--- src/design/limn_cfg.svh ---
`ifndef LIMN_CFG_SVH
`define LIMN_CFG_SVH

////////////////////////////////////////////////////////////////////////////
// Core dimensions
////////////////////////////////////////////////////////////////////////////

// Data and address word width
`define LIMN_XLEN 32

// Integer register count including r0
`define LIMN_NREGS 32

////////////////////////////////////////////////////////////////////////////
// Architectural constants
////////////////////////////////////////////////////////////////////////////

`define LIMN_RESET_PC 32'hFFFE0000 // First fetch address

`define LIMN_REG_LR 31 // JAL link target

`endif

--- src/design/limn_pkg.sv ---
`include "limn_cfg.svh"

package limn_pkg;

    typedef logic [`LIMN_XLEN-1:0] word_t;
    typedef logic [$clog2(`LIMN_NREGS)-1:0] regno_t;

    ////////////////////////////////////////////////////////////////////////
    // Instruction word views
    ////////////////////////////////////////////////////////////////////////

    typedef struct packed {
        logic [15:0] imm16;
        regno_t      opreg2;    // Also the 5-bit store immediate
        regno_t      opreg1;
        logic [5:0]  opcode;
    } i_fmt_t;

    typedef struct packed {
        logic [5:0]  funct;     // Bits 1:0 pick the shift mode
        logic [4:0]  shamt;
        regno_t      opreg3;
        regno_t      opreg2;
        regno_t      opreg1;
        logic [5:0]  opcode;
    } r_fmt_t;

    typedef struct packed {
        logic [20:0] imm21;
        regno_t      opreg1;
        logic [5:0]  opcode;
    } b_fmt_t;

    // imm29 overlaps the upper opcode bits here
    typedef struct packed {
        logic [28:0] imm29;
        logic [1:0]  jal_tag;
        logic        link;
    } j_fmt_t;

    typedef union packed {
        i_fmt_t i_fmt;
        r_fmt_t r_fmt;
        b_fmt_t b_fmt;
        j_fmt_t j_fmt;
    } inst_u;

    ////////////////////////////////////////////////////////////////////////
    // Decoded fields
    ////////////////////////////////////////////////////////////////////////

    typedef enum logic [2:0] {
        cls_nop, cls_imm_alu, cls_reg_alu, cls_branch,
        cls_jal, cls_load, cls_store, cls_other
    } inst_class_e;

    typedef enum logic [2:0] {
        alu_lui  = 3'b000, alu_or   = 3'b001, alu_xor = 3'b010, alu_and = 3'b011,
        alu_slts = 3'b100, alu_slt  = 3'b101, alu_sub = 3'b110, alu_add = 3'b111
    } alu_op_e;

    typedef enum logic [1:0] {
        sh_left = 2'b00, sh_right = 2'b01, sh_arith = 2'b10, sh_ror = 2'b11
    } shift_mode_e;

    // Offset scale is the complement of the size field
    typedef enum logic [1:0] {
        sz_word = 2'b01, sz_half = 2'b10, sz_byte = 2'b11
    } xfer_size_e;

    typedef struct packed {
        logic   we;
        regno_t regno;
        word_t  data;
    } wb_t;

    typedef enum logic [2:0] {
        st_fetch = 3'd0, st_execute = 3'd1, st_read = 3'd2, st_write = 3'd3
    } state_e;

endpackage

--- src/design/limn_alu.sv ---
`timescale 1ns/1ps

module limn_alu (
    input  limn_pkg::inst_u       ir,
    input  limn_pkg::inst_class_e iclass,
    input  limn_pkg::word_t       r2_data,
    input  limn_pkg::word_t       r3_data,
    output limn_pkg::word_t       alu_result
);

    // Third operand shifter
    function automatic limn_pkg::word_t shift_op(
        input limn_pkg::word_t       a,
        input logic [4:0]            amt,
        input limn_pkg::shift_mode_e mode
    );
        logic [63:0] dbl;
        dbl = {a, a} >> amt;
        case (mode)
            limn_pkg::sh_left:  return a << amt;
            limn_pkg::sh_right: return a >> amt;
            limn_pkg::sh_arith: return limn_pkg::word_t'($signed(a) >>> amt);
            default:            return dbl[31:0]; // Rotate right
        endcase
    endfunction

    function automatic limn_pkg::word_t alu_fn(
        input limn_pkg::alu_op_e op,
        input limn_pkg::word_t   a,
        input limn_pkg::word_t   b
    );
        case (op)
            limn_pkg::alu_add:  return a + b;
            limn_pkg::alu_sub:  return a - b;
            limn_pkg::alu_and:  return a & b;
            limn_pkg::alu_xor:  return a ^ b;
            limn_pkg::alu_or:   return a | b;
            limn_pkg::alu_slt:  return limn_pkg::word_t'(a < b);
            limn_pkg::alu_slts: return limn_pkg::word_t'($signed(a) < $signed(b));
            default:            return a | (b << 16); // LUI
        endcase
    endfunction

    limn_pkg::word_t imm_zx;
    limn_pkg::word_t shifted;

    assign imm_zx  = {16'h0, ir.i_fmt.imm16};
    assign shifted = shift_op(r3_data, ir.r_fmt.shamt,
                              limn_pkg::shift_mode_e'(ir.r_fmt.funct[1:0]));

    always_comb begin
        if (iclass == limn_pkg::cls_reg_alu) begin
            if (ir.r_fmt.funct[5:2] == 4'b0000) begin
                alu_result = ~(r2_data | shifted); // NOR
            end else begin
                alu_result = alu_fn(limn_pkg::alu_op_e'(ir.r_fmt.funct[4:2]), r2_data, shifted);
            end
        end else begin
            alu_result = alu_fn(limn_pkg::alu_op_e'(ir.i_fmt.opcode[5:3]), r2_data, imm_zx);
        end
    end

endmodule

--- src/design/limn_branch.sv ---
`timescale 1ns/1ps

module limn_branch (
    input  limn_pkg::inst_u       ir,
    input  limn_pkg::inst_class_e iclass,
    input  limn_pkg::word_t       pc,
    input  limn_pkg::word_t       r1_data,
    output logic                  taken,
    output limn_pkg::word_t       target
);

    limn_pkg::word_t rel_target;
    limn_pkg::word_t abs_target;
    logic            cond;

    // imm21 is a signed word offset
    assign rel_target = pc + {{9{ir.b_fmt.imm21[20]}}, ir.b_fmt.imm21, 2'b00};
    assign abs_target = {pc[31], ir.j_fmt.imm29, 2'b00}; // Stays in the pc half

    // Opcode bits 4:3 tell the three branches apart
    always_comb begin
        case (ir.b_fmt.opcode[4:3])
            2'b11:   cond = (r1_data == '0);  // BEQ
            2'b10:   cond = (r1_data != '0);  // BNE
            default: cond = r1_data[31];      // BLT
        endcase
    end

    assign target = (iclass == limn_pkg::cls_jal) ? abs_target : rel_target;

    always_comb begin
        case (iclass)
            limn_pkg::cls_jal:    taken = 1'b1;
            limn_pkg::cls_branch: taken = cond;
            default:              taken = 1'b0;
        endcase
    end

endmodule

--- src/design/limn_control.sv ---
`timescale 1ns/1ps
`include "limn_cfg.svh"

module limn_control (
    input  logic                  clk,
    input  logic                  rst,
    input  logic                  rdy,
    input  limn_pkg::word_t       data_in,
    input  limn_pkg::word_t       alu_result,
    input  logic                  taken,
    input  limn_pkg::word_t       target,
    input  limn_pkg::word_t       mem_addr,
    input  limn_pkg::word_t       store_data,
    input  limn_pkg::word_t       load_data,
    output limn_pkg::inst_u       ir,
    output limn_pkg::inst_class_e iclass,
    output limn_pkg::word_t       pc,
    output limn_pkg::wb_t         wb,
    output limn_pkg::word_t       addr,
    output limn_pkg::word_t       data_out,
    output logic                  we,
    output logic                  ce
);

    limn_pkg::state_e state;
    limn_pkg::word_t  pc_plus4;
    limn_pkg::word_t  next_pc;

    assign pc_plus4 = pc + 32'd4;

    // Opcode decode where the first casez match wins
    always_comb begin
        casez (ir.i_fmt.opcode)
            6'b00_0000: iclass = limn_pkg::cls_nop;
            6'b11_1000: iclass = limn_pkg::cls_other; // JALR
            6'b??_?11?: iclass = limn_pkg::cls_jal;
            6'b11_1101, 6'b11_0101, 6'b10_1101: iclass = limn_pkg::cls_branch;
            6'b??_?100: iclass = limn_pkg::cls_imm_alu;
            6'b1?_?011: begin
                iclass = (ir.i_fmt.opcode[4:3] != 2'b00) ? limn_pkg::cls_load
                                                        : limn_pkg::cls_other;
            end
            6'b??_?010: begin // Only whole-word stores
                iclass = (ir.i_fmt.opcode[4:3] == limn_pkg::sz_word) ? limn_pkg::cls_store
                                                                     : limn_pkg::cls_other;
            end
            6'b11_1001: begin // Upper funct half holds the register moves
                iclass = ir.r_fmt.funct[5] ? limn_pkg::cls_other : limn_pkg::cls_reg_alu;
            end
            default: iclass = limn_pkg::cls_other;
        endcase
    end

    always_comb begin
        if (taken) begin
            next_pc = target;
        end else if (iclass == limn_pkg::cls_nop) begin
            next_pc = pc; // True no-op holds pc
        end else begin
            next_pc = pc_plus4;
        end
    end

    ////////////////////////////////////////////////////////////////////////
    // Write-back select
    ////////////////////////////////////////////////////////////////////////

    always_comb begin
        wb.we    = 1'b0;
        wb.regno = ir.i_fmt.opreg1;
        wb.data  = alu_result;
        case (state)
            limn_pkg::st_execute: begin
                if (iclass == limn_pkg::cls_imm_alu || iclass == limn_pkg::cls_reg_alu) begin
                    wb.we = 1'b1;
                end else if (iclass == limn_pkg::cls_jal && ir.j_fmt.link) begin
                    wb.we    = 1'b1;
                    wb.regno = limn_pkg::regno_t'(`LIMN_REG_LR);
                    wb.data  = pc_plus4; // Link
                end
            end
            limn_pkg::st_read: begin
                wb.we   = rdy;
                wb.data = load_data;
            end
            default: ;
        endcase
        if (wb.regno == '0) begin
            wb.we = 1'b0;
        end
    end

    ////////////////////////////////////////////////////////////////////////
    // State machine and bus strobes
    ////////////////////////////////////////////////////////////////////////

    always_ff @(posedge clk) begin
        if (rst) begin
            state <= limn_pkg::st_fetch;
            pc    <= `LIMN_RESET_PC;
            addr  <= `LIMN_RESET_PC; // Fetch starts straight out of reset
            ce    <= 1'b1;
            we    <= 1'b0;
        end else begin
            case (state)
                limn_pkg::st_fetch: begin
                    if (rdy) begin
                        state <= limn_pkg::st_execute;
                        ce    <= 1'b0;
                    end
                end
                limn_pkg::st_execute: begin
                    pc <= next_pc;
                    ce <= 1'b1;
                    if (iclass == limn_pkg::cls_load) begin
                        state <= limn_pkg::st_read;
                        addr  <= mem_addr;
                    end else if (iclass == limn_pkg::cls_store) begin
                        state <= limn_pkg::st_write;
                        addr  <= mem_addr;
                        we    <= 1'b1;
                    end else begin
                        state <= limn_pkg::st_fetch;
                        addr  <= next_pc;
                    end
                end
                limn_pkg::st_read, limn_pkg::st_write: begin
                    if (rdy) begin
                        state <= limn_pkg::st_fetch;
                        addr  <= pc; // pc already advanced in execute
                        we    <= 1'b0;
                    end
                end
                default: state <= limn_pkg::st_fetch;
            endcase
        end
    end

    always_ff @(posedge clk) begin
        if (state == limn_pkg::st_fetch && rdy) begin
            ir <= data_in;
        end
        if (state == limn_pkg::st_execute) begin
            data_out <= store_data; // Held for the whole write
        end
    end

    a_we_with_ce: assert property (@(posedge clk) disable iff (rst) we |-> ce);

    a_state_legal: assert property (@(posedge clk) disable iff (rst)
        state inside {limn_pkg::st_fetch, limn_pkg::st_execute,
                      limn_pkg::st_read, limn_pkg::st_write});

endmodule

--- src/design/limn_core.sv ---
`timescale 1ns/1ps

module limn_core (
    input  logic            clk,
    input  logic            rst,
    input  limn_pkg::word_t data_in,
    input  logic            rdy,
    output limn_pkg::word_t addr,
    output limn_pkg::word_t data_out,
    output logic            we,
    output logic            ce
);

    limn_pkg::inst_u       ir;
    limn_pkg::inst_class_e iclass;
    limn_pkg::word_t       pc;
    limn_pkg::wb_t         wb;
    limn_pkg::word_t       r1_data;
    limn_pkg::word_t       r2_data;
    limn_pkg::word_t       r3_data;
    limn_pkg::word_t       alu_result;
    logic                  taken;
    limn_pkg::word_t       target;
    limn_pkg::word_t       mem_addr;
    limn_pkg::word_t       store_data;
    limn_pkg::word_t       load_data;

    ////////////////////////////////////////////////////////////////////////
    // Sequencer
    ////////////////////////////////////////////////////////////////////////

    limn_control i_control (
        .clk        (clk),
        .rst        (rst),
        .rdy        (rdy),
        .data_in    (data_in),
        .alu_result (alu_result),
        .taken      (taken),
        .target     (target),
        .mem_addr   (mem_addr),
        .store_data (store_data),
        .load_data  (load_data),
        .ir         (ir),
        .iclass     (iclass),
        .pc         (pc),
        .wb         (wb),
        .addr       (addr),
        .data_out   (data_out),
        .we         (we),
        .ce         (ce)
    );

    ////////////////////////////////////////////////////////////////////////
    // Datapath
    ////////////////////////////////////////////////////////////////////////

    limn_regfile i_regfile (
        .clk     (clk),
        .rst     (rst),
        .ir      (ir),
        .wb      (wb),
        .r1_data (r1_data),
        .r2_data (r2_data),
        .r3_data (r3_data)
    );

    limn_alu i_alu (
        .ir         (ir),
        .iclass     (iclass),
        .r2_data    (r2_data),
        .r3_data    (r3_data),
        .alu_result (alu_result)
    );

    limn_branch i_branch (
        .ir      (ir),
        .iclass  (iclass),
        .pc      (pc),
        .r1_data (r1_data),
        .taken   (taken),
        .target  (target)
    );

    limn_lsu i_lsu (
        .ir         (ir),
        .iclass     (iclass),
        .r1_data    (r1_data),
        .r2_data    (r2_data),
        .data_in    (data_in), // Load word arrives here during read
        .mem_addr   (mem_addr),
        .store_data (store_data),
        .load_data  (load_data)
    );

endmodule

--- src/design/limn_lsu.sv ---
`timescale 1ns/1ps

module limn_lsu (
    input  limn_pkg::inst_u       ir,
    input  limn_pkg::inst_class_e iclass,
    input  limn_pkg::word_t       r1_data,
    input  limn_pkg::word_t       r2_data,
    input  limn_pkg::word_t       data_in,
    output limn_pkg::word_t       mem_addr,
    output limn_pkg::word_t       store_data,
    output limn_pkg::word_t       load_data
);

    limn_pkg::xfer_size_e size;
    logic [1:0]           scale;
    limn_pkg::word_t      base;
    limn_pkg::word_t      lane;

    assign size  = limn_pkg::xfer_size_e'(ir.i_fmt.opcode[4:3]);
    assign scale = ~ir.i_fmt.opcode[4:3]; // Word offsets count in fours
    assign base  = (iclass == limn_pkg::cls_store) ? r1_data : r2_data;

    assign mem_addr = base + ({16'h0, ir.i_fmt.imm16} << scale);

    // Register source or the 5-bit immediate in the opreg2 slot
    assign store_data = ir.i_fmt.opcode[5] ? r2_data : {27'h0, ir.i_fmt.opreg2};

    ////////////////////////////////////////////////////////////////////////
    // Load lane extraction
    ////////////////////////////////////////////////////////////////////////

    assign lane = data_in >> {mem_addr[1:0], 3'b000};

    always_comb begin
        case (size)
            limn_pkg::sz_byte: load_data = {24'h0, lane[7:0]};
            limn_pkg::sz_half: begin
                load_data = {16'h0, mem_addr[1] ? data_in[31:16] : data_in[15:0]};
            end
            default:           load_data = data_in;
        endcase
    end

    // Control decodes only word stores
    always_comb begin
        if (iclass == limn_pkg::cls_store) begin
            a_store_word: assert (size == limn_pkg::sz_word);
        end
    end

endmodule

--- src/design/limn_regfile.sv ---
`timescale 1ns/1ps
`include "limn_cfg.svh"

module limn_regfile (
    input  logic            clk,
    input  logic            rst,
    input  limn_pkg::inst_u ir,
    input  limn_pkg::wb_t   wb,
    output limn_pkg::word_t r1_data,
    output limn_pkg::word_t r2_data,
    output limn_pkg::word_t r3_data
);

    limn_pkg::word_t regs [`LIMN_NREGS];

    // Single write port
    always_ff @(posedge clk) begin
        if (wb.we && !rst) begin
            regs[wb.regno] <= wb.data;
        end
    end

    ////////////////////////////////////////////////////////////////////////
    // Read ports with r0 tied to zero
    ////////////////////////////////////////////////////////////////////////

    assign r1_data = (ir.r_fmt.opreg1 == '0) ? '0 : regs[ir.r_fmt.opreg1];
    assign r2_data = (ir.r_fmt.opreg2 == '0) ? '0 : regs[ir.r_fmt.opreg2];
    assign r3_data = (ir.r_fmt.opreg3 == '0) ? '0 : regs[ir.r_fmt.opreg3];

    // Control filters r0 out of write-back
    a_no_r0_write: assert property (@(posedge clk) disable iff (rst)
        wb.we |-> wb.regno != '0);

endmodule

--- config.mk ---
export PLATFORM = sky130hd
export DESIGN_NAME = limn_core
export DESIGN_NICKNAME = d
export VERILOG_FILES = /design/src/design/limn_pkg.sv /design/src/design/limn_alu.sv /design/src/design/limn_branch.sv /design/src/design/limn_control.sv /design/src/design/limn_core.sv /design/src/design/limn_lsu.sv /design/src/design/limn_regfile.sv
export VERILOG_INCLUDE_DIRS = /design/src /design/src/design
export SDC_FILE = /design/constraint.sdc
export NUM_CORES = 2
export LEC_CHECK = 0
export BUFFER_PORTS_ARGS = -buffer_cell sky130_fd_sc_hd__buf_2
export CORE_MARGIN = 2
export CORE_UTILIZATION = 40
export CTS_CLUSTER_DIAMETER = 30
export CTS_CLUSTER_SIZE = 25
export DETAILED_ROUTE_END_ITERATION = 8
export HOLD_SLACK_MARGIN = 0.15
export PLACE_DENSITY = 0.56
export SLEW_MARGIN = 20
export SYNTH_ARGS = -nofsm -noshare
export SYNTH_HDL_FRONTEND = slang
export SYNTH_SLANG_ARGS = --single-unit
--- constraint.sdc ---
create_clock -name clk -period 10 [get_ports clk]
set_clock_uncertainty 0.1 [all_clocks]
set_input_delay 0.5 -clock clk [delete_from_list [all_inputs] [get_ports clk]]
set_output_delay 0.5 -clock clk [all_outputs]
set_load 0.01 [all_outputs]
* Word level (Yosys, flattened, before mapping)
Memories as Yosys holds them, arrays and structs flattened. A register that Yosys moved wholly into a read port is not among the register bits.
Cells that the tools add are included.
** Storage, ports and cells
- Bits in registers :: 133
- Bits in latches :: 0
- Memory bits (writable) :: 1024
- Memory bits (read-only) :: 0
- Bits of input ports :: 35
- Memories :: 1
** Cells by class
- Add/sub/neg operators :: 7
- $mul :: 0
- Div/mod/pow operators :: 0
- Order comparisons :: 4
- Equal/unequal tests :: 40
- Shifts and indexed selects :: 6
- Muxes and demuxes :: 47
- Bitwise operators :: 10
- Reductions and logical operators :: 25
** Memory list
- i_regfile.regs :: words 32, bits a word 32, read ports 3, clocked after Yosys merged registers in 3, write ports 1, line limn_regfile.sv:14 : limn_pkg::word_t regs [`LIMN_NREGS];
** Operators by type and width (count)
- $pmux W32 S7 :: 2
- $mux W32 :: 12
- $pmux W32 S2 :: 3
- $add A32 B32 Y32 :: 3
- $or A32 B32 Y32 :: 3
- $pmux W32 S3 :: 1
- $lt A32 B32 Y1 :: 2
- $shr A64 B5 Y32 :: 1
- $mux W38 :: 1
- $mux W37 :: 1
- $eq A3 B3 Y1 const B :: 12
- $add A32 B16 Y32 :: 1
- $add A32 B3 Y32 const B :: 1
- $and A32 B16 Y32 :: 1
- $and A32 B32 Y32 :: 1
- $logic_not A32 Y1 :: 1
- $lt A32 B16 Y1 :: 1
- $lt A32 B17 Y1 :: 1
- $not A32 Y32 :: 1
- $or A32 B16 Y32 :: 1
- $reduce_bool A32 Y1 :: 1
- $shl A16 B2 Y32 :: 1
- $shl A32 B5 Y32 :: 1
- $shr A32 B5 Y32 :: 1
- 36 further kinds :: 85

* Depth between registers and ports, before layout
- Word-level depth :: 16
- Depth in mapped cells :: 31

* By module
A second synthesis with hierarchy kept.
** Second synthesis, totals
- Cell total of the unflattened synthesis :: 6993
- Area, all modules :: 83432.5 um^2
** Modules (own cells, without submodules)
- limn_regfile :: instances 1, cells each 3233, area an instance 56065.0 um^2, sequential area each 30749.5 um^2
- limn_alu :: instances 1, cells each 2187, area an instance 14685.3 um^2, sequential area each 0.0 um^2
- limn_control :: instances 1, cells each 839, area an instance 7500.9 um^2, sequential area each 3283.1 um^2
- limn_lsu :: instances 1, cells each 421, area an instance 3135.5 um^2, sequential area each 0.0 um^2
- limn_branch :: instances 1, cells each 313, area an instance 2045.7 um^2, sequential area each 0.0 um^2

* Worst setup path after synthesis
No wires, ideal clock.
- Path type :: register -> register
- Start point :: register (tool-made name)
- End point :: memory i_regfile.regs[0][28] (netlist name) (data pin)
- Library setup time :: 0.467 ns
- Arrival time :: 7.862 ns
- Data required time :: 9.433 ns
- Path slack :: 1.570 ns
- Cell stages (with the launch flop) :: 28
- Clock period less this slack :: 8.430 ns
- Cell sequence :: dfxtp_1 > buf_6 > buf_12 > buf_8 > buf_6 > buf_4 > buf_2 > buf_4 > buf_2 > buf_2 > mux4_2 > mux4_2 > nand2_1 > a21oi_1 > inv_1 > ha_1 > clkbuf_1 > nand2b_1 > a21oi_1 > o21bai_1 > a2111o_1 > a2111oi_0 > nor4_4 > and3_1 > a31o_2 > a311oi_1 > a21oi_1 > a211oi_1
** RTL lines (line)
- end, declared :: limn_regfile.sv:14

==> run metrics <==
RSZ-0062 raised after global routing false; PwrDens 262.3 nW/um^2; Cell Count, Final, Fillers Out roughly 9.4k; initial antenna violation count 12; Num CTS Buffers approximately 300; Post-DP Area 85,110 um^2; TritonCTS clock tree yes; Iteration-0 DRC Markers around 12k; Final Hold Fails 0; required time worst endpoint about 11 ns; Starting Density between 40 and 50%; pre-CTS setup slack between 0.6 and 0.7 ns; Synth Register Bits roughly 1.2k; synthesized instance count approximately 6.3k; CP Launch Type register; Syn. warnings 0; RR Endpoint i_regfile.regs[5][21]; I/O Buffers 100; core area approximately 200,000 um^2; status finished with violations; Die Y around 450 um; FF-to-FF setup slack -0.05 ns; Reg clk slew, reported paths around 0.05 ns; failing checks negative setup slack; Overall Global Routing Usage 36.38%; min Tclk post-route 10.05 ns; post-CTS resize count 0; Final Max Slew Viols 0; vias about 68k; first-pass GRT wire length between 500,000 and 600,000 um; setup bufs post-CTS 0; maximum VDD drop 0.0001883 V; # rows roughly 160; area delta synth->final 18.11%; max_cap viols 0; Post-Route WL between 300,000 and 400,000 um; clk root buf clkbuf_16; Clock Sinks 1,171; Yosys cell types a little over 100; number of global-route vias before repair ~65k; Crit Path Class register to register; Max FO, Critical Path 32; DP Wirelength 259,200 um; final worst slack -0.05164 ns; Worst Tran Pin Value about 1.4 ns; CTS hold repair buffers 34; fin nets 6,801; DRC errors left 0; largest net degree at the start of global routing 83; cell total after placement ~8.9k; Max Fclk between 0.09 and 0.1 GHz; share of layout cells above drive strength 1 between 20% and 30%; max_slew headroom under 10%; routed len/inst about 40 um; Top Ports just over 100; crit end category register; RD Place Congestion ~1.0; Synth Flop Type edfxtp_1; die width about 450 um; Die ar. around 200,000 um^2; Arrival @ worst endpoint roughly 11 ns; fill count around 18k; clk buf depth 4; synthesized area a little over 80,000 um^2; Post-synth EDFFs between 1k and 1.5k; crit path to i_regfile.regs[5][21]; Final period util 100.5%; Hold WC Path Type input port to register; reg2reg path depth 25; count of final setup violators 31; DR pass1 iterations 7; post-route cell area approximately 95,000 um^2; ys async rst share 0%; DR vias/cell 7.186; Worst Hold Slack approximately 0.25 ns; syn avg cell area about 13 um^2; post-route ant nets 0; grt ovf 0; LEAKAGE roughly 33 nW; sequential-to-total area share from yosys stat a little over two fifths; worst-skew pair later-pin latency roughly 0.95 ns; H-tree depth 5
[synth_stat cells (18+ instances only)]
master     number  area [um^2]
buf_2         106        530.5
or3_1          32        200.2
o31ai_1        21        157.7
nor4_1         25        156.4
mux2i_1       215         2152
xnor2_1        95        832.1
a31oi_1        44        275.3
o22ai_1       154        963.4
nand3_1       143        715.7
ha_1          197         2465
nor3_1         94        470.5
o211ai_1       69        518.0
o21ai_0       289         1446
nand2b_1       33        206.5
nand4_1        31        193.9
mux2_2         39        439.2
clkbuf_1      320         1201
o21a_1         23        172.7
xor2_1         59        516.8
buf_1          54        202.7
a211oi_1      119        893.4
o21bai_1       34        255.2
mux4_2        850        19140
and2_1         28        175.2
nand2_1       510         1914
a22oi_1        59        442.9
a221oi_1       53        464.2
o2111ai_1      38        332.8
buf_4          42        315.3
inv_1         129        484.2
and3_1         47        294.0
edfxtp_1     1088        32670
a211o_1        18        157.7
nor2_1        396         1486
a21oi_1       336         1682
dfxtp_1        83         1662
o221ai_1       33        289.0
a21o_1         57        427.9
nor2b_1        23        143.9
[cell usage in the layout (no fill, tap or decap), drive strengths merged, types with 27 or more instances in the layout]
| master | n |
|---|---|
| and3 | 49 |
| o21ai | 291 |
| o2111ai | 39 |
| and2 | 30 |
| o211ai | 69 |
| a221oi | 53 |
| inv | 162 |
| xnor2 | 95 |
| nand2 | 510 |
| mux2i | 215 |
| edfxtp | 1088 |
| o21bai | 34 |
| ha | 197 |
| dlygate4sd3 | 34 |
| clkinvlp | 27 |
| nand4 | 32 |
| nor3 | 94 |
| xor2 | 59 |
| mux4 | 867 |
| nand2b | 33 |
| a21o | 57 |
| o22ai | 154 |
| o221ai | 33 |
| a211oi | 119 |
| clkbuf | 342 |
| dfxtp | 83 |
| nand3 | 143 |
| clkinv | 108 |
| or3 | 32 |
| conb | 32 |
| nor2 | 396 |
| a21oi | 336 |
| buf | 410 |
| a31oi | 44 |
| mux2 | 39 |
| a22oi | 71 |
[layout make-up]
cell class,instances,area [um^2],area share [%]
Timing Repair Buffer,444,3451,3.629
Clock inverter,181,1734,1.824
Antenna cell,6,15.01,0.01579
Clock buffer,342,7810,8.214
Tap cell,2656,3323,3.495
Inverter,139,525.5,0.5527
Sequential cell,1171,34380,36.16
Multi-Input combinational cell,4506,43840,46.11
[state kept, by name, indices dropped and copies added, names as in the netlist, named ones only]
signal	count
i_regfile.regs	1024
i_control.addr	32
i_control.data_out	32
i_control.ir	32
i_control.pc	32
i_control.state	2
i_control.ce	1
i_control.we	1
[routing by layer]
metal | track usage, % | part of all wire (%)
met1 | 46.38 | 35
met2 | 52.85 | 43
met3 | 12.13 | 14
met4 | 23.70 | 7.8
met5 | 0 | 0.019
[how the worst min path moves through the flow]
| stage | from | to | cells past startpoint |
|---|---|---|---|
| after global routing | data_in[0] | i_control.ir[0] | 2 |
| after CTS | data_in[0] | i_control.ir[0] | 2 |
| after detailed placement | i_control.addr[25] | i_control.addr[25] | 2 |
| after global placement | i_control.addr[25] | i_control.addr[25] | 2 |
| after floorplan | i_control.pc[1] | i_control.pc[1] | 1 |
| final | data_in[0] | i_control.ir[0] | 2 |
[critical path, stage by stage, from the launching register on]
cell and delay (ns):
dfxtp_2 0.83, or3b_2 0.80, buf_4 0.29, o22ai_1 0.10
nor4_1 0.78, buf_4 0.28, nand2_1 0.09, o21ai_0 0.32
mux2i_1 0.27, mux4_2 0.56, nand2b_1 0.20, o211a_1 0.17
a311o_1 0.42, ha_1 0.44, and3_1 0.23, a2111oi_0 0.47
o21ai_0 0.28, a21oi_1 0.32, o21ai_0 0.22, o221ai_1 0.26
o21ai_0 0.20, a21oi_1 0.26, xnor2_1 0.15, a21oi_1 0.19
o211ai_1 1.01, buf_4 0.47
[stage by stage]
step	power, mW	utilization [%]	setup TNS (ns)
after floorplan	11.78	-	0
after global placement	15.39	42.57	0
after detailed placement	15.39	42.58	0
after CTS	24.56	47.53	0
after global routing	25.52	47.57	0
final	24.94	47.57	-0.7018
[cell families after synthesis]
group                      after synthesis  synth area share, %
AOI/OAI and AO/OA                     1565                13.09
xor gates and xnor gates               154                1.676
and+or+nand+nor                       1431                8.121
muxes                                 1121                27.55
other                                    1             0.004658
buffers and inverters                  677                3.698
adders and majority gates              203                3.211
DFF                                   1171                42.65
[where the power goes]
part           switching [mW]  internal [mW]
combinational            6.26           3.19
clock                    3.02           6.16
sequential              0.292           6.02
Note: power is estimated with default switching activity, not from simulation.
